File: src/hw/outrun_macros.svh
/*
    Shared widths, SDRAM region offsets and status page numbers
    for the ROM hub and its readers
*/
`ifndef OUTRUN_MACROS_SVH
`define OUTRUN_MACROS_SVH

// SDRAM bank geometry
`define BA_AW       22
`define BA_DW       16

// Reader address widths
`define MAIN_AW     18
`define SUB_AW      17
`define SND_AW      16    // byte address, not word

// Region offsets inside the bank, in words
`define MAIN_BASE   22'h000000
`define SUB_BASE    22'h080000
`define SND_BASE    22'h0C0000

`define CNT_W       8

// Status pages, top three bits of st_addr
`define PAGE_MAIN   3'd0
`define PAGE_SUB    3'd1
`define PAGE_SND    3'd2
`define PAGE_MISC   3'd3
`define PAGE_DLO    3'd5
`define PAGE_DHI    3'd6

`endif

File: src/hw/mem_bus_pkg.sv
/*
    Memory bus types: reader identities, requests from the ports
    to the bank sequencer, responses back and the sequencer state
*/
package mem_bus_pkg;

`include "outrun_macros.svh"

    // Reader identity, also the round-robin slot number
    typedef enum logic [1:0] {
        MAIN = 2'd0,
        SUB  = 2'd1,
        SND  = 2'd2
    } client_e;

    // Port to sequencer, held until done
    typedef struct packed {
        logic               valid;
        logic [`BA_AW-1:0]  addr;
    } bank_req_t;

    // Sequencer to port
    typedef struct packed {
        logic               done;   // one cycle, granted port only
        logic               grant;
        logic [`BA_DW-1:0]  data;
    } bank_rsp_t;

    typedef enum logic [1:0] {
        IDLE,
        ISSUE,
        WAIT_DATA
    } seq_state_e;

endpackage

File: src/hw/status_pkg.sv
/*
    Status readout types: page codes and the two views
    of the debug status address
*/
package status_pkg;

`include "outrun_macros.svh"

    typedef enum logic [2:0] {
        PG_MAIN = `PAGE_MAIN,
        PG_SUB  = `PAGE_SUB,
        PG_SND  = `PAGE_SND,
        PG_MISC = `PAGE_MISC,
        PG_DLO  = `PAGE_DLO,
        PG_DHI  = `PAGE_DHI
    } st_page_e;

    typedef struct packed {
        st_page_e       page;
        logic [4:0]     index;
    } st_flat_t;

    // Misc page splits the low bits differently
    typedef struct packed {
        st_page_e       page;
        logic           spare;
        logic [3:0]     sub;
    } st_misc_t;

    typedef union packed {
        st_flat_t       flat;
        st_misc_t       misc;
    } st_addr_u;

endpackage

File: src/hw/rom_port.sv
/*
    ROM port: one reader's cs/ok front end with a one-word cache,
    region offset and optional byte select
*/
`timescale 1ns/1ps
`include "outrun_macros.svh"

module rom_port import mem_bus_pkg::*; #(
    parameter int                ADDR_W    = 18,
    parameter logic [`BA_AW-1:0] BASE      = '0,
    parameter bit                BYTE_WIDE = 1'b0
) (
    input  logic                clk,
    input  logic                arst_n,
    input  logic                cs,
    input  logic [ADDR_W-1:0]   addr,
    output logic                ok,
    output logic [`BA_DW-1:0]   data,
    output bank_req_t           req,
    input  bank_rsp_t           rsp
);

    localparam int LSB    = BYTE_WIDE ? 1 : 0;
    localparam int WORD_W = ADDR_W - LSB;

    logic [WORD_W-1:0]  word_addr;
    logic [WORD_W-1:0]  cache_addr;
    logic [`BA_DW-1:0]  cache_word;
    logic [`BA_DW-1:0]  fresh_word;
    logic               cache_valid;
    logic               hit;
    logic               req_q;

    // Even byte address sits in the upper half of the word
    function automatic logic [`BA_DW-1:0] lane(input logic [`BA_DW-1:0] w, input logic odd);
        if (!BYTE_WIDE) return w;
        return odd ? {8'h00, w[7:0]} : {8'h00, w[15:8]};
    endfunction

    assign word_addr  = addr[ADDR_W-1:LSB];
    assign hit        = cache_valid && (cache_addr == word_addr);
    assign fresh_word = rsp.done ? rsp.data : cache_word;

    assign req.valid = req_q;
    assign req.addr  = BASE + `BA_AW'(word_addr);

    always_ff @(posedge clk or negedge arst_n) begin
        if (!arst_n) begin
            cache_valid <= 1'b0;
            req_q       <= 1'b0;
            ok          <= 1'b0;
        end else begin
            if (rsp.done) cache_valid <= 1'b1;
            // Drops the cycle after done, before the sequencer looks again
            req_q <= cs && !hit && !rsp.done;
            ok    <= cs && (hit || rsp.done);
        end
    end

    always_ff @(posedge clk) begin
        if (rsp.done) begin
            cache_addr <= word_addr;
            cache_word <= rsp.data;
        end
        data <= lane(fresh_word, addr[0]);
    end

    a_req_ok_excl: assert property (@(posedge clk) disable iff (!arst_n)
        !(req.valid && ok));

endmodule

File: src/hw/bank_sequencer.sv
/*
    Bank sequencer: grants the SDRAM bank to one reader at a time
    in rotating order and runs the rd/ack/dok handshake
*/
`timescale 1ns/1ps
`include "outrun_macros.svh"

module bank_sequencer import mem_bus_pkg::*; (
    input  logic                clk,
    input  logic                arst_n,
    input  bank_req_t           req_main,
    input  bank_req_t           req_sub,
    input  bank_req_t           req_snd,
    output bank_rsp_t           rsp_main,
    output bank_rsp_t           rsp_sub,
    output bank_rsp_t           rsp_snd,
    output logic [`BA_AW-1:0]   ba_addr,
    output logic                ba_rd,
    input  logic                ba_ack,
    input  logic                ba_dok,
    input  logic [`BA_DW-1:0]   data_read,
    output logic                done,
    output client_e             done_client,
    output seq_state_e          state,
    output logic [`BA_DW-1:0]   last_word
);

    logic [2:0]         pending;
    client_e            ptr, gnt, pick;
    logic [`BA_AW-1:0]  pick_addr;

    // Slot that is off places after base, wrapping over three readers
    function automatic client_e rr_step(input client_e base, input int off);
        logic [2:0] sum;
        sum = 3'(base) + 3'(off);
        if (sum >= 3'd3) sum = sum - 3'd3;
        return client_e'(sum[1:0]);
    endfunction

    function automatic bank_rsp_t make_rsp(input client_e who, input client_e owner,
                                           input logic fin, input logic busy,
                                           input logic [`BA_DW-1:0] word);
        bank_rsp_t r;
        r.done  = fin && (owner == who);
        r.grant = busy && (owner == who);
        r.data  = word;
        return r;
    endfunction

    assign pending = {req_snd.valid, req_sub.valid, req_main.valid};

    // Nearest pending slot from ptr wins, so scan from the far end
    always_comb begin
        pick = ptr;
        for (int i = 2; i >= 0; i--) begin
            if (pending[rr_step(ptr, i)]) pick = rr_step(ptr, i);
        end
    end

    always_comb begin
        case (pick)
            SUB:     pick_addr = req_sub.addr;
            SND:     pick_addr = req_snd.addr;
            default: pick_addr = req_main.addr;
        endcase
    end

    // Word is on data_read during dok
    assign done        = (state == WAIT_DATA) && ba_dok;
    assign done_client = gnt;
    assign rsp_main    = make_rsp(MAIN, gnt, done, state != IDLE, data_read);
    assign rsp_sub     = make_rsp(SUB, gnt, done, state != IDLE, data_read);
    assign rsp_snd     = make_rsp(SND, gnt, done, state != IDLE, data_read);

    always_ff @(posedge clk or negedge arst_n) begin
        if (!arst_n) begin
            state     <= IDLE;
            ba_rd     <= 1'b0;
            ba_addr   <= '0;
            ptr       <= MAIN;
            gnt       <= MAIN;
            last_word <= '0;
        end else begin
            case (state)
                IDLE: begin
                    if (|pending) begin
                        gnt     <= pick;
                        ba_addr <= pick_addr;
                        ba_rd   <= 1'b1;
                        state   <= ISSUE;
                    end
                end
                ISSUE: begin
                    if (ba_ack) begin
                        ba_rd <= 1'b0;
                        state <= WAIT_DATA;
                    end
                end
                WAIT_DATA: begin
                    if (ba_dok) begin
                        last_word <= data_read;
                        ptr       <= rr_step(gnt, 1);
                        state     <= IDLE;
                    end
                end
                default: state <= IDLE;
            endcase
        end
    end

    a_rd_until_ack: assert property (@(posedge clk) disable iff (!arst_n)
        $fell(ba_rd) |-> $past(ba_ack));

    a_single_done: assert property (@(posedge clk) disable iff (!arst_n)
        $onehot0({rsp_snd.done, rsp_sub.done, rsp_main.done}));

endmodule

File: src/hw/access_counters.sv
/*
    Access counters: wrapping per-reader transfer counts and
    the reader of the last completed transfer
*/
`timescale 1ns/1ps
`include "outrun_macros.svh"

module access_counters import mem_bus_pkg::*; (
    input  logic                clk,
    input  logic                arst_n,
    input  logic                done,
    input  client_e             done_client,
    output logic [`CNT_W-1:0]   cnt_main,
    output logic [`CNT_W-1:0]   cnt_sub,
    output logic [`CNT_W-1:0]   cnt_snd,
    output client_e             last_client
);

    always_ff @(posedge clk or negedge arst_n) begin
        if (!arst_n) begin
            cnt_main    <= '0;
            cnt_sub     <= '0;
            cnt_snd     <= '0;
            last_client <= MAIN;
        end else if (done) begin
            last_client <= done_client;
            case (done_client)
                MAIN:    cnt_main <= cnt_main + 1'b1;
                SUB:     cnt_sub  <= cnt_sub + 1'b1;
                SND:     cnt_snd  <= cnt_snd + 1'b1;
                default: ;
            endcase
        end
    end

endmodule

File: src/hw/status_dump.sv
/*
    Status dump: registered debug byte chosen by the page
    in st_addr, echoing the address on unused pages
*/
`timescale 1ns/1ps
`include "outrun_macros.svh"

module status_dump import mem_bus_pkg::*, status_pkg::*; (
    input  logic                clk,
    input  logic                arst_n,
    input  st_addr_u            st_addr,
    input  logic [`CNT_W-1:0]   cnt_main,
    input  logic [`CNT_W-1:0]   cnt_sub,
    input  logic [`CNT_W-1:0]   cnt_snd,
    input  client_e             last_client,
    input  seq_state_e          state,
    input  logic [`BA_DW-1:0]   last_word,
    output logic [7:0]          st_dout
);

    always_ff @(posedge clk or negedge arst_n) begin
        if (!arst_n) begin
            st_dout <= '0;
        end else begin
            case (st_addr.flat.page)
                PG_MAIN: st_dout <= cnt_main;
                PG_SUB:  st_dout <= cnt_sub;
                PG_SND:  st_dout <= cnt_snd;
                PG_MISC: begin
                    // Unlisted misc entries hold the last value
                    case (st_addr.misc.sub)
                        4'd0:    st_dout <= {6'd0, last_client};
                        4'd2:    st_dout <= {6'd0, state};
                        default: st_dout <= st_dout;
                    endcase
                end
                PG_DLO:  st_dout <= last_word[7:0];
                PG_DHI:  st_dout <= last_word[15:8];
                default: st_dout <= st_addr;
            endcase
        end
    end

endmodule

File: src/hw/rom_hub.sv
/*
    ROM hub: three CPU ROM readers sharing one SDRAM bank,
    plus transfer counters and the debug status readout
*/
`timescale 1ns/1ps
`include "outrun_macros.svh"

module rom_hub import mem_bus_pkg::*; (
    input  logic                clk,
    input  logic                arst_n,
    // Main CPU
    input  logic                main_cs,
    input  logic [`MAIN_AW-1:0] main_addr,
    output logic                main_ok,
    output logic [`BA_DW-1:0]   main_data,
    // Sub CPU
    input  logic                sub_cs,
    input  logic [`SUB_AW-1:0]  sub_addr,
    output logic                sub_ok,
    output logic [`BA_DW-1:0]   sub_data,
    // Sound CPU
    input  logic                snd_cs,
    input  logic [`SND_AW-1:0]  snd_addr,
    output logic                snd_ok,
    output logic [7:0]          snd_data,
    // SDRAM bank
    output logic [`BA_AW-1:0]   ba_addr,
    output logic                ba_rd,
    input  logic                ba_ack,
    input  logic                ba_dok,
    input  logic [`BA_DW-1:0]   data_read,
    // Status dump
    input  logic [7:0]          st_addr,
    output logic [7:0]          st_dout
);

    bank_req_t          req_main, req_sub, req_snd;
    bank_rsp_t          rsp_main, rsp_sub, rsp_snd;
    logic [`BA_DW-1:0]  snd_word;
    logic               done;
    client_e            done_client, last_client;
    seq_state_e         seq_state;
    logic [`BA_DW-1:0]  last_word;
    logic [`CNT_W-1:0]  cnt_main, cnt_sub, cnt_snd;

    // Sound port returns the byte in the low half
    assign snd_data = snd_word[7:0];

    rom_port #(.ADDR_W(`MAIN_AW), .BASE(`MAIN_BASE), .BYTE_WIDE(1'b0)) u_main (
        .clk(clk), .arst_n(arst_n), .cs(main_cs), .addr(main_addr),
        .ok(main_ok), .data(main_data), .req(req_main), .rsp(rsp_main)
    );

    rom_port #(.ADDR_W(`SUB_AW), .BASE(`SUB_BASE), .BYTE_WIDE(1'b0)) u_sub (
        .clk(clk), .arst_n(arst_n), .cs(sub_cs), .addr(sub_addr),
        .ok(sub_ok), .data(sub_data), .req(req_sub), .rsp(rsp_sub)
    );

    rom_port #(.ADDR_W(`SND_AW), .BASE(`SND_BASE), .BYTE_WIDE(1'b1)) u_snd (
        .clk(clk), .arst_n(arst_n), .cs(snd_cs), .addr(snd_addr),
        .ok(snd_ok), .data(snd_word), .req(req_snd), .rsp(rsp_snd)
    );

    bank_sequencer u_seq (
        .clk(clk), .arst_n(arst_n),
        .req_main(req_main), .req_sub(req_sub), .req_snd(req_snd),
        .rsp_main(rsp_main), .rsp_sub(rsp_sub), .rsp_snd(rsp_snd),
        .ba_addr(ba_addr), .ba_rd(ba_rd), .ba_ack(ba_ack), .ba_dok(ba_dok),
        .data_read(data_read), .done(done), .done_client(done_client),
        .state(seq_state), .last_word(last_word)
    );

    access_counters u_cnt (
        .clk(clk), .arst_n(arst_n), .done(done), .done_client(done_client),
        .cnt_main(cnt_main), .cnt_sub(cnt_sub), .cnt_snd(cnt_snd),
        .last_client(last_client)
    );

    status_dump u_dump (
        .clk(clk), .arst_n(arst_n), .st_addr(st_addr),
        .cnt_main(cnt_main), .cnt_sub(cnt_sub), .cnt_snd(cnt_snd),
        .last_client(last_client), .state(seq_state), .last_word(last_word),
        .st_dout(st_dout)
    );

endmodule

File: config.mk
export PLATFORM = sky130hd
export DESIGN_NAME = rom_hub
export DESIGN_NICKNAME = d
export VERILOG_FILES = /design/src/hw/mem_bus_pkg.sv /design/src/hw/status_pkg.sv /design/src/hw/rom_port.sv /design/src/hw/bank_sequencer.sv /design/src/hw/access_counters.sv /design/src/hw/status_dump.sv /design/src/hw/rom_hub.sv
export VERILOG_INCLUDE_DIRS = /design/src /design/src/hw
export SDC_FILE = /design/constraint.sdc
export NUM_CORES = 1
export LEC_CHECK = 0
export BUFFER_PORTS_ARGS = -buffer_cell sky130_fd_sc_hd__buf_2
export CORE_MARGIN = 2
export CORE_UTILIZATION = 40
export CTS_BUF_LIST = sky130_fd_sc_hd__clkbuf_4
export DETAILED_ROUTE_END_ITERATION = 12
export PLACE_DENSITY_LB_ADDON = 0.2
export SYNTH_ARGS = -nofsm -noshare
export SYNTH_HDL_FRONTEND = slang
export SYNTH_SLANG_ARGS = --single-unit
File: constraint.sdc
create_clock -name clk -period 3.35 [get_ports clk]
set_clock_uncertainty 0.1 [all_clocks]
set_input_delay 0.335 -clock clk [delete_from_list [all_inputs] [get_ports clk]]
set_output_delay 0.335 -clock clk [all_outputs]
set_load 0.02 [all_outputs]
# --- Word-level counts from Yosys, hierarchy flattened ---
# Index checks and enable logic that the tools add are counted.
op_classes:
  addsub: 12
  muxes: 25
  n_lt_le_gt_ge: 7
  n_reduce_logical: 38
  eq_ne: 19
ops:
  columns: ["op", "count"]
  rows:
  - ["one-hot mux 8 bit (6 select lines)", 1]
  - ["one-hot mux 21 bit (2 select lines)", 1]
  - ["adder 8 x 1 -> 8 bit, second input constant", 3]
  - ["adder 20 x 15 -> 21 bit, first input constant", 1]
  - ["adder 20 x 17 -> 21 bit, first input constant", 1]
  - ["2-to-1 mux 2 bit", 10]
  - ["== test 18 bit", 1]
  - ["== test 17 bit", 1]
  - ["logical AND 1 bit", 16]
  - ["2-to-1 mux 16 bit", 1]
  - ["one-hot mux 8 bit (2 select lines)", 1]
  - ["== test 15 bit", 1]
  - ["AND reduction 2 bit", 5]
  - [">= comparator 3 x 2 -> 1 bit, second input constant", 3]
  - ["less-than comparator 2 x 3 -> 1 bit, second input constant", 3]
  - ["2-to-1 mux 8 bit", 1]
  - ["subtractor 2 bit, second input constant", 4]
  - ["adder 2 x 1 -> 3 bit, second input constant", 2]
  - ["binary-select mux 1 bit (select 2 bit)", 3]
  - ["== test 2 x 1 -> 1 bit, second input constant", 3]
  - ["== test 2 bit, second input constant", 3]
  - ["== test 3 x 2 -> 1 bit, second input constant", 2]
  - ["== test 3 bit, second input constant", 2]
  - ["zero test 1 bit", 6]
  - ["other kinds (17)", 26]
totals:
  regBits: 194
  word_cells: 128
  out_inout_bits: 74
  inputBits: 82

# --- Logic depth before layout (Yosys ltp) ---
# Gate-level depths: netlist of the first run.
depth:
  depth_word: 10
  mapped_depth: 14

# --- By module ---
# A second synthesis of the first run with hierarchy kept.
hier_totals:
  cells_unflattened: 819
  area_unflattened_um2: 9446.6
by_module_without_submodules:
  columns: ["mod", "n_inst", "area_per_inst_um2", "cells_each", "seq_area_each_um2"]
  rows:
  - ["bank_sequencer", 1, 2757.6, 333, 1126.1]
  - ["rom_port at u_snd", 1, 1761.7, 125, 1006.0]
  - ["rom_port at u_main", 1, 1507.7, 91, 1096.1]
  - ["rom_port at u_sub", 1, 1470.2, 88, 1066.0]
  - ["access_counters", 1, 1134.8, 88, 650.6]
  - ["status_dump", 1, 814.5, 94, 200.2]

# --- Worst setup path before layout of the first run ---
# No wires, ideal clock.
synth_path:
  path_kind: "register to register"
  from: "reg u_seq.ptr[0]"
  to: "reg u_seq.ba_addr[10]"
  period_less_slack_ns: 2.876
  path_stages_with_launch: 14
  path_slack_ns: 0.474
  required_time_ns: 3.118
  setup_time_ns: 0.132
  arrival_ns: 2.644
  path_cell_list: "dfrtp_1 inv_1 ha_1 clkbuf_1 mux2_1 a21oi_1 o32a_1 nor2_1 ha_1 clkbuf_1 clkbuf_1 nor2_1 a21oi_1 o21ai_1"
synth_via:
  elab_chain_len: 10
  elab_cells_between_ends: 23
synth_rtl:
  columns: ["item", "line", "rtl"]
  rows:
  - ["start: declaration", "bank_sequencer.sv:29", "client_e ptr, gnt, pick;"]
  - ["start signal: assignment", "bank_sequencer.sv:102", "ptr <= rr_step(gnt, 1);"]
  - ["adder 2 x 2 -> 3 bit", "bank_sequencer.sv:35", "sum = 3'(base) + 3'(off);"]
  - [">= comparator 3 x 2 -> 1 bit / subtractor 2 bit (equally long branches)", "bank_sequencer.sv:36", "if (sum >= 3'd3) sum = sum - 3'd3;"]
  - ["2-to-1 mux 2 bit", "bank_sequencer.sv:36", null]
  - ["binary-select mux 1 bit (select 2 bit)", "bank_sequencer.sv:56", "if (pending[rr_step(ptr, i)]) pick = rr_step(ptr, i);"]
  - ["2-to-1 mux 1 bit (not written as such)", "bank_sequencer.sv:56", null]
  - ["2-to-1 mux 2 bit (2 in a row)", "bank_sequencer.sv:56", null]
  - ["2-to-1 mux 2 bit (*)", "bank_sequencer.sv:56", null]
  - ["== test 2 bit / == test 2 x 1 -> 1 bit (equally long branches)", "bank_sequencer.sv:61", "case (pick)"]
  - ["one-hot mux 21 bit (2 select lines) (*)", "bank_sequencer.sv:61", null]
  - ["end signal: assignment", "bank_sequencer.sv:88", "ba_addr <= pick_addr;"]
  - ["end: declaration", "bank_sequencer.sv:17", "output logic [`BA_AW-1:0] ba_addr,"]
# Mark *: on every way between the ends. The rest lies on a longest branch, timed or not. The select of a mux whose other input is x is not followed.
# A chain may end at the register's enable or synchronous reset.

# --- Final worst setup path of the first run ---
layout_path:
  from: "reg u_seq.ptr[0]"
  to: "reg u_seq.ba_addr[13]"
layout_via:
  elab_chain_len: 10
  elab_cells_between_ends: 23
layout_rtl:
  columns: ["item", "line"]
  rows:
  - ["adder 2 x 2 -> 3 bit", "bank_sequencer.sv:35"]
  - [">= comparator 3 x 2 -> 1 bit / subtractor 2 bit (equally long branches)", "bank_sequencer.sv:36"]
  - ["2-to-1 mux 2 bit", "bank_sequencer.sv:36"]
  - ["binary-select mux 1 bit (select 2 bit)", "bank_sequencer.sv:56"]
  - ["2-to-1 mux 1 bit (not written as such)", "bank_sequencer.sv:56"]
  - ["2-to-1 mux 2 bit (2 in a row)", "bank_sequencer.sv:56"]
  - ["2-to-1 mux 2 bit (*)", "bank_sequencer.sv:56"]
  - ["via u_seq.pick[0]", "bank_sequencer.sv:29"]
  - ["== test 2 bit / == test 2 x 1 -> 1 bit (equally long branches)", "bank_sequencer.sv:61"]
  - ["one-hot mux 21 bit (2 select lines) (*)", "bank_sequencer.sv:61"]
# The timed path passes the listed nets; every way through them passes the cells marked *. The select of a mux whose other input is x is not followed.

==> run_summary.xml, run 1 <==
<?xml version="1.0" encoding="UTF-8"?>
<metrics>
  <group name="cts">
    <metric name="clkLatencyLatePin" unit="ps">580</metric>
    <metric name="clockBufferDepth" unit="">2</metric>
    <metric name="postCtsHoldBufs" unit="">77</metric>
    <metric name="cts_made_buffers" unit="">17</metric>
    <metric name="cts.sink_count" unit="">192</metric>
    <metric name="clk_transition_reported_paths" unit="ps">180</metric>
    <metric name="post-cts-setup-buffer-count" unit="">0</metric>
    <metric name="cts.repair.resized" unit="">0</metric>
    <metric name="clock_tree.root_cell" unit="">sky130_fd_sc_hd__clkbuf_4</metric>
    <metric name="tritoncts" unit="">built</metric>
    <metric name="cts_htree_levels" unit="">4</metric>
  </group>
  <group name="power">
    <metric name="p_per_area" unit="nW/um^2">695</metric>
    <metric name="p_leak" unit="nW">4.40</metric>
    <metric name="internal-power" unit="mW">4.38</metric>
    <metric name="switching_portion_of_total_power" unit="%">39.0</metric>
    <metric name="clock_group_share_of_total_power" unit="%">17.9</metric>
    <metric name="seq_power_share" unit="%">45.7</metric>
    <metric name="ir_drop" unit="mV">0.601</metric>
    <metric name="comb_power_share" unit="%">36.4</metric>
    <metric name="total_switching_power" unit="mW">2.80</metric>
  </group>
  <group name="finish">
    <metric name="final_cells" unit="">1189</metric>
    <metric name="nets" unit="">999</metric>
    <metric name="final_common_cell" unit="">sky130_fd_sc_hd__buf_2</metric>
    <metric name="final_cell_mix" unit="">sky130_fd_sc_hd__buf_2 (152), sky130_fd_sc_hd__nand2_1 (107), sky130_fd_sc_hd__dfrtp_1 (86)</metric>
    <metric name="drive_above_1_share" unit="%">24.9</metric>
    <metric name="areaGrowthSynthToFinish" unit="%">25.5</metric>
  </group>
  <group name="detailed_routing">
    <metric name="first_iter_violations" unit="">356</metric>
    <metric name="wl_per_cell" unit="um">16.6</metric>
    <metric name="final_antenna_net_count" unit="">0</metric>
    <metric name="route.vias.total" unit="">5828</metric>
    <metric name="drc_errors" unit="">0</metric>
    <metric name="viasPerCell" unit="">4.90</metric>
    <metric name="drt_pre_antenna_iters" unit="">6</metric>
    <metric name="totalWireLength" unit="um">19700</metric>
  </group>
  <group name="logic_synthesis">
    <metric name="syn-instance-count" unit="">681</metric>
    <metric name="syn-mean-instance-area" unit="um^2">12.1</metric>
    <metric name="synth_ff_type" unit="">sky130_fd_sc_hd__dfrtp_1</metric>
    <metric name="synth-warning-count" unit="">0</metric>
    <metric name="synth-edff-count" unit="">82</metric>
    <metric name="ys_seq_elements" unit="">192</metric>
    <metric name="synth-async-reset-ratio" unit="%">44.8</metric>
    <metric name="post_synthesis_cell_area" unit="um^2">8240</metric>
    <metric name="synth_cell_type_count" unit="">62</metric>
    <metric name="proportion_of_synthesized_chip_area_in_sequential_cells" unit="%">61.8</metric>
  </group>
  <group name="critical_path">
    <metric name="timing_worst_setup_path_type" unit="">reg2reg</metric>
    <metric name="worstPathCellList" unit="">inv_1, ha_1, mux2_1, a21oi_1, o32a_1, or2_1, ha_1, a22oi_1, nor2_1, a21oi_1, o21ai_1</metric>
    <metric name="required" unit="ps">3760</metric>
    <metric name="crit_slowest_cell" unit="">sky130_fd_sc_hd__ha_1</metric>
    <metric name="critPathLaunch" unit="">u_seq.ptr[0]</metric>
    <metric name="r2r_cells" unit="">11</metric>
    <metric name="path_max_fanout" unit="">17</metric>
    <metric name="critical_path.n_buffers_inverters" unit="">1</metric>
    <metric name="reg2reg_to" unit="">u_seq.ba_addr[13]</metric>
    <metric name="path_depth" unit="">11</metric>
    <metric name="r2r_setup_slack" unit="ps">300</metric>
    <metric name="path_delay_family" unit="">adder cells</metric>
    <metric name="r2r_start" unit="">u_seq.ptr[0]</metric>
    <metric name="worstSetupStartpointType" unit="">register</metric>
    <metric name="cp_data_arrival_time" unit="ps">3460</metric>
    <metric name="timing.critical_path.to_type" unit="">register</metric>
    <metric name="worst_path_largest_cell_delay" unit="ps">600</metric>
  </group>
  <group name="outcome">
    <metric name="status" unit="">finished, final reports clean</metric>
  </group>
  <group name="sta">
    <metric name="period_minus_slack" unit="ps">3050</metric>
    <metric name="max_slew.worst_pin.slew" unit="ps">844</metric>
    <metric name="share_of_the_clock_period_used_by_the_worst_path" unit="%">91.0</metric>
    <metric name="fin_setup_tns" unit="ps">0</metric>
    <metric name="maxClockFrequency" unit="MHz">328</metric>
    <metric name="worst_slew_margin_rel" unit="%">43.7</metric>
    <metric name="slew_viol_final" unit="">0</metric>
    <metric name="final_hold_violation_count" unit="">0</metric>
    <metric name="setup_viol_count_final" unit="">0</metric>
    <metric name="rsz_0062_raised_after_global_routing" unit="">false</metric>
  </group>
  <group name="floorplan">
    <metric name="fp.coreArea" unit="um^2">20200</metric>
    <metric name="die_w" unit="um">148</metric>
    <metric name="row_count" unit="">52</metric>
    <metric name="num_io_pins" unit="">156</metric>
    <metric name="design.die.area" unit="um^2">21800</metric>
    <metric name="floorplan.initialDensity" unit="%">40.7</metric>
    <metric name="dieHeight" unit="um">148</metric>
  </group>
  <group name="grt">
    <metric name="antenna_violations_before_repair" unit="">1</metric>
    <metric name="globalRouteOverflowTotal" unit="">0</metric>
    <metric name="grt_max_degree" unit="">61</metric>
    <metric name="globalRouteTotalUtil" unit="%">18.7</metric>
    <metric name="grt_first_pass_wirelength" unit="um">31600</metric>
    <metric name="globalRoute.busiestLayer" unit="">met2</metric>
    <metric name="global_routing_usage_on_met3" unit="%">4.57</metric>
    <metric name="groute.layer.met2.usage" unit="%">27.6</metric>
    <metric name="groute.layer.met1.usage" unit="%">27.5</metric>
    <metric name="first_global_vias" unit="">5839</metric>
  </group>
  <group name="run">
    <metric name="maximum_capacitance_violations" unit="">0</metric>
  </group>
  <group name="placed_design">
    <metric name="place.detailed.instances" unit="">1079</metric>
    <metric name="finalWeightedCongestion" unit="">0.879</metric>
    <metric name="hpwl" unit="um">13800</metric>
    <metric name="portBuffers" unit="">153</metric>
  </group>
  <group name="worst_hold_path">
    <metric name="hold_depth" unit="">2</metric>
    <metric name="hold_path_end" unit="">u_snd.data[6]</metric>
    <metric name="hp-class" unit="">in2reg</metric>
    <metric name="hold_start" unit="">snd_addr[0]</metric>
  </group>
</metrics>
[cell usage after synthesis (5+ instances only)]
cell type	number	area, um^2
sky130_fd_sc_hd__nand4_1	19	119
sky130_fd_sc_hd__nor2_1	33	124
sky130_fd_sc_hd__edfxtp_1	82	2460
sky130_fd_sc_hd__xor2_1	13	114
sky130_fd_sc_hd__mux2_1	5	56.3
sky130_fd_sc_hd__a22oi_1	18	135
sky130_fd_sc_hd__mux2_4	14	210
sky130_fd_sc_hd__xnor2_1	58	508
sky130_fd_sc_hd__o21ai_0	13	65.1
sky130_fd_sc_hd__o21ai_1	30	150
sky130_fd_sc_hd__nand2_1	107	402
sky130_fd_sc_hd__inv_1	14	52.6
sky130_fd_sc_hd__dfrtp_1	86	2150
sky130_fd_sc_hd__a21oi_1	24	120
sky130_fd_sc_hd__mux2_2	15	169
sky130_fd_sc_hd__dfxtp_1	24	480
sky130_fd_sc_hd__ha_1	12	150
sky130_fd_sc_hd__clkbuf_1	23	86.3
sky130_fd_sc_hd__nand2b_1	7	43.8
[cell families after synthesis]
group | share of synthesized area, %
multiplexers | 5.53
buffers and inverters | 2.76
AND/OR/NAND/NOR | 11.6
adder cells (fa/ha/maj) | 1.82
other | 0.0455
flip-flops | 61.8
AO/OA/AOI/OAI | 8.81
XOR/XNOR | 7.55
[worst reg2reg max path, stage by stage (launching register included)]
cell and delay [ps]:
sky130_fd_sc_hd__dfrtp_1 410, sky130_fd_sc_hd__inv_1 90, sky130_fd_sc_hd__ha_1 420, sky130_fd_sc_hd__mux2_1 340, sky130_fd_sc_hd__a21oi_1 150, sky130_fd_sc_hd__o32a_1 200, sky130_fd_sc_hd__or2_1 130, sky130_fd_sc_hd__ha_1 600
sky130_fd_sc_hd__a22oi_1 180, sky130_fd_sc_hd__nor2_1 160, sky130_fd_sc_hd__a21oi_1 60, sky130_fd_sc_hd__o21ai_1 150
[metrics by stage]
step / utilization, % / power (mW) / setup slack [ps] / hold slack (ps) / cell area (um^2)
2_1_floorplan: - / 5.14 / 474 / -60.6 / 8240
3_3_place_gp: 45.7 / 5.80 / 503 / 341 / 9240
3_5_place_dp: 45.7 / 5.87 / 422 / 345 / 9240
4_1_cts: 51.1 / 7.24 / 374 / 18.4 / 10300
5_1_grt: 51.1 / 7.69 / 36.6 / 23.7 / 10300
6_report: 51.1 / 7.18 / 303 / 73.3 / 10300
[power by group through the flow]
stage          Combinational, mW  Sequential (mW)  Clock [mW]
2_1_floorplan               1.64             3.49           0
3_3_place_gp                2.48             3.33           0
3_5_place_dp                2.54             3.34           0
4_1_cts                     2.61             3.28        1.35
5_1_grt                     2.92             3.35        1.42
6_report                    2.61             3.28        1.29
[worst max-delay path by stage]
stage / to / slack, ps
global placement: u_seq.ba_addr[4] / 500
CTS: u_seq.ba_addr[4] / 370
detailed placement: u_seq.ba_addr[13] / 420
finish: u_seq.ba_addr[13] / 300
floorplan: u_seq.ba_addr[10] / 470
global route: u_seq.ba_addr[13] / 40
[routing by layer]
| layer | up-vias | routed length [um] |
|---|---|---|
| met5 | - | 0 |
| met4 | 0 | 251 |
| met3 | 16 | 1070 |
| met2 | 137 | 8680 |
| met1 | 2820 | 9710 |
| li1 | 2855 | - |
[sequential cells by signal, indices dropped and copies added, names as in the netlist, 2 cells and up]
signal / cells
u_cnt.cnt_sub: 8
u_seq.ba_addr: 20
u_snd.cache_word: 16
u_snd.data: 8
u_cnt.last_client: 2
u_main.data: 16
u_seq.last_word: 16
u_cnt.cnt_snd: 8
u_snd.cache_addr: 15
u_seq.state: 2
u_sub.cache_addr: 17
u_seq.done_client: 2
u_sub.data: 16
u_seq.ptr: 2
u_dump.st_dout: 8
u_main.cache_addr: 18
u_cnt.cnt_main: 8
[layout make-up]
cell class	instances	area [um^2]
Antenna cell	1	2.50
Clock buffer	17	128
Clock inverter	15	195
Fill cell	1862	9900
Inverter	17	66.3
Multi-Input combinational cell	440	2920
Sequential cell	192	5090
Tap cell	270	338
Timing Repair Buffer	237	1590
Note: power is estimated with default switching activity, not from simulation.
==> inputs of run 2 (changes only) <==
--- a/config.mk
+++ b/config.mk
@@ -12,6 +12,7 @@
 export CTS_BUF_LIST = sky130_fd_sc_hd__clkbuf_4
 export DETAILED_ROUTE_END_ITERATION = 12
 export PLACE_DENSITY_LB_ADDON = 0.2
+export SLEW_MARGIN = 40
 export SYNTH_ARGS = -nofsm -noshare
 export SYNTH_HDL_FRONTEND = slang
 export SYNTH_SLANG_ARGS = --single-unit
==> constraint.sdc (replaced) <==
create_clock -name clk -period 3.5 [get_ports clk]
set_clock_uncertainty 0.1 [all_clocks]
set_input_delay 0.35 -clock clk [delete_from_list [all_inputs] [get_ports clk]]
set_output_delay 0.35 -clock clk [all_outputs]
set_load 0.02 [all_outputs]
==> run_summary.xml, run 2 (same netlist as run 1, synthesis figures left out) <==
<?xml version="1.0" encoding="UTF-8"?>
<metrics>
  <group name="finish">
    <metric name="areaGrowthSynthToFinish" unit="%">25.6</metric>
    <metric name="top_register" unit="">u_seq.ba_addr</metric>
    <metric name="nets" unit="">1000</metric>
    <metric name="drive_above_1_share" unit="%">25.0</metric>
    <metric name="final_common_cell" unit="">sky130_fd_sc_hd__buf_2</metric>
    <metric name="final_cells" unit="">1190</metric>
    <metric name="reg_top3" unit="">u_seq.ba_addr: 20 flops, u_main.cache_addr: 18 flops, u_sub.cache_addr: 17 flops</metric>
    <metric name="final_cell_mix" unit="">sky130_fd_sc_hd__buf_2 (152), sky130_fd_sc_hd__nand2_1 (107), sky130_fd_sc_hd__dfrtp_1 (86)</metric>
    <metric name="largest_register_ffs" unit="">20</metric>
    <metric name="fin_area" unit="um^2">10300</metric>
    <metric name="postLayoutCoreUtil" unit="%">51.1</metric>
  </group>
  <group name="worst_hold_path">
    <metric name="hold_start" unit="">snd_addr[0]</metric>
    <metric name="hold_depth" unit="">2</metric>
    <metric name="hp-class" unit="">in2reg</metric>
  </group>
  <group name="sta">
    <metric name="max_slew.worst_pin.slew" unit="ps">749</metric>
    <metric name="share_of_the_clock_period_used_by_the_worst_path" unit="%">85.9</metric>
    <metric name="setup_viol_count_final" unit="">0</metric>
    <metric name="setup_ws" unit="ps">494</metric>
    <metric name="rsz_0062_raised_after_global_routing" unit="">false</metric>
    <metric name="worst_slew_margin_rel" unit="%">50.0</metric>
    <metric name="slew_viol_final" unit="">0</metric>
    <metric name="period_minus_slack" unit="ps">3010</metric>
    <metric name="fin_setup_tns" unit="ps">0</metric>
    <metric name="maxClockFrequency" unit="MHz">333</metric>
    <metric name="final_hold_violation_count" unit="">0</metric>
  </group>
  <group name="cts">
    <metric name="clkLatencyLatePin" unit="ps">580</metric>
    <metric name="cts_htree_levels" unit="">4</metric>
    <metric name="post-cts-setup-buffer-count" unit="">0</metric>
    <metric name="cts.repair.resized" unit="">0</metric>
    <metric name="clock_tree.root_cell" unit="">sky130_fd_sc_hd__clkbuf_4</metric>
    <metric name="cts_made_buffers" unit="">17</metric>
    <metric name="cts.sink_count" unit="">192</metric>
    <metric name="clk_transition_reported_paths" unit="ps">160</metric>
    <metric name="clockBufferDepth" unit="">2</metric>
    <metric name="tritoncts" unit="">built</metric>
  </group>
  <group name="placed_design">
    <metric name="finalWeightedCongestion" unit="">0.872</metric>
    <metric name="hpwl" unit="um">13700</metric>
    <metric name="post-place-ws" unit="ps">564</metric>
    <metric name="portBuffers" unit="">153</metric>
    <metric name="placedInstanceArea" unit="um^2">9250</metric>
    <metric name="place.detailed.instances" unit="">1080</metric>
  </group>
  <group name="grt">
    <metric name="globalRouteTotalUtil" unit="%">18.7</metric>
    <metric name="grt_first_pass_wirelength" unit="um">31600</metric>
    <metric name="antenna_violations_before_repair" unit="">1</metric>
    <metric name="globalRouteOverflowTotal" unit="">0</metric>
    <metric name="grt_max_degree" unit="">50</metric>
    <metric name="first_global_vias" unit="">5886</metric>
  </group>
  <group name="detailed_routing">
    <metric name="drt_pre_antenna_iters" unit="">6</metric>
    <metric name="totalWireLength" unit="um">19700</metric>
    <metric name="drc_errors" unit="">0</metric>
    <metric name="final_antenna_net_count" unit="">0</metric>
    <metric name="first_iter_violations" unit="">296</metric>
    <metric name="wl_per_cell" unit="um">16.5</metric>
    <metric name="route.vias.total" unit="">5875</metric>
    <metric name="viasPerCell" unit="">4.94</metric>
  </group>
  <group name="critical_path">
    <metric name="path_max_fanout" unit="">17</metric>
    <metric name="critPathLaunch" unit="">u_seq.ptr[0]</metric>
    <metric name="worstPathCellList" unit="">inv_1, ha_1, mux2_1, a21oi_1, o32a_1, or2_1, ha_1, a22oi_1, nor2_1, a21oi_1, o21ai_1</metric>
    <metric name="required" unit="ps">3910</metric>
    <metric name="r2r_cells" unit="">11</metric>
    <metric name="crit_slowest_cell" unit="">sky130_fd_sc_hd__ha_1</metric>
    <metric name="timing.critical_path.to_type" unit="">register</metric>
    <metric name="worst_path_largest_cell_delay" unit="ps">570</metric>
    <metric name="worstSetupStartpointType" unit="">register</metric>
    <metric name="r2r_start" unit="">u_seq.ptr[0]</metric>
    <metric name="timing_worst_setup_path_type" unit="">reg2reg</metric>
    <metric name="cp_data_arrival_time" unit="ps">3420</metric>
  </group>
  <group name="floorplan">
    <metric name="fp.coreArea" unit="um^2">20200</metric>
    <metric name="design.die.area" unit="um^2">21800</metric>
    <metric name="num_io_pins" unit="">156</metric>
    <metric name="row_count" unit="">52</metric>
    <metric name="floorplan.initialDensity" unit="%">40.7</metric>
    <metric name="die_w" unit="um">148</metric>
    <metric name="dieHeight" unit="um">148</metric>
  </group>
  <group name="power">
    <metric name="p_per_area" unit="nW/um^2">672</metric>
    <metric name="p_leak" unit="nW">4.41</metric>
    <metric name="ir_drop" unit="mV">0.361</metric>
  </group>
  <group name="run">
    <metric name="maximum_capacitance_violations" unit="">0</metric>
  </group>
  <group name="outcome">
    <metric name="status" unit="">finished, final reports clean</metric>
  </group>
</metrics>
==> run 2: metrics by stage <==
step | total power [mW] | hold WS (ps)
after detailed placement | 5.62 | 336
final | 6.96 | 78.3
after CTS | 7.01 | 25.0
after global routing | 7.44 | 28.7
after floorplan | 4.92 | -45.6
after global placement | 5.55 | 335
==> run 2: cell type report <==
cell class | instances | area, um^2
Antenna cell | 1 | 2.50
Clock buffer | 18 | 135
Clock inverter | 14 | 191
Fill cell | 1786 | 9890
Inverter | 17 | 66.3
Multi-Input combinational cell | 440 | 2920
Sequential cell | 192 | 5090
Tap cell | 270 | 338
Timing Repair Buffer | 238 | 1600
==> run 2: worst max-delay path: cells and delay by family (launching register included) <==
family,cells,cell delay (ps)
buf+inv,1,80
fa+ha+maj,2,1000
compound gates,5,740
simple gates,2,260
flops,1,410
mux,1,350
==> run 2: per-layer routing <==
layer	wire length [um]	part of all wire, %	GRT usage (%)
met1	9460	48	27.5
met5	0	0	0
met2	8600	44	27.0
met4	370	1.9	6.01
met3	1230	6.2	4.78
==> run 2: what timing repair did <==
item | in CTS | in global routing
endpoints found under the setup margin | 0 | 0
endpoints found under the hold margin | 193 | 0
hold buffers | 77 | 0
==> run 2: final timing paths <==
| path | to | slack [ps] |
|---|---|---|
| min in group asynchronous | u_seq.ba_addr[17] | 240 |
| worst max register to register | u_seq.ba_addr[5] | 490 |
| max in group asynchronous | u_cnt.last_client[0] | 2320 |
| worst min register to register | u_sub.cache_valid | 380 |
| worst max-delay path | u_seq.ba_addr[5] | 490 |
| worst min-delay path | u_snd.data[5] | 80 |
==> run 2: power by group <==
group / internal (mW) / total, mW / switching [mW] / leakage (nW)
sequential: 2.86 / 3.14 / 0.282 / 2.05
combinational: 0.998 / 2.49 / 1.50 / 2.20
clock: 0.476 / 1.32 / 0.847 / 0.173
total: 4.33 / 6.96 / 2.63 / 4.41
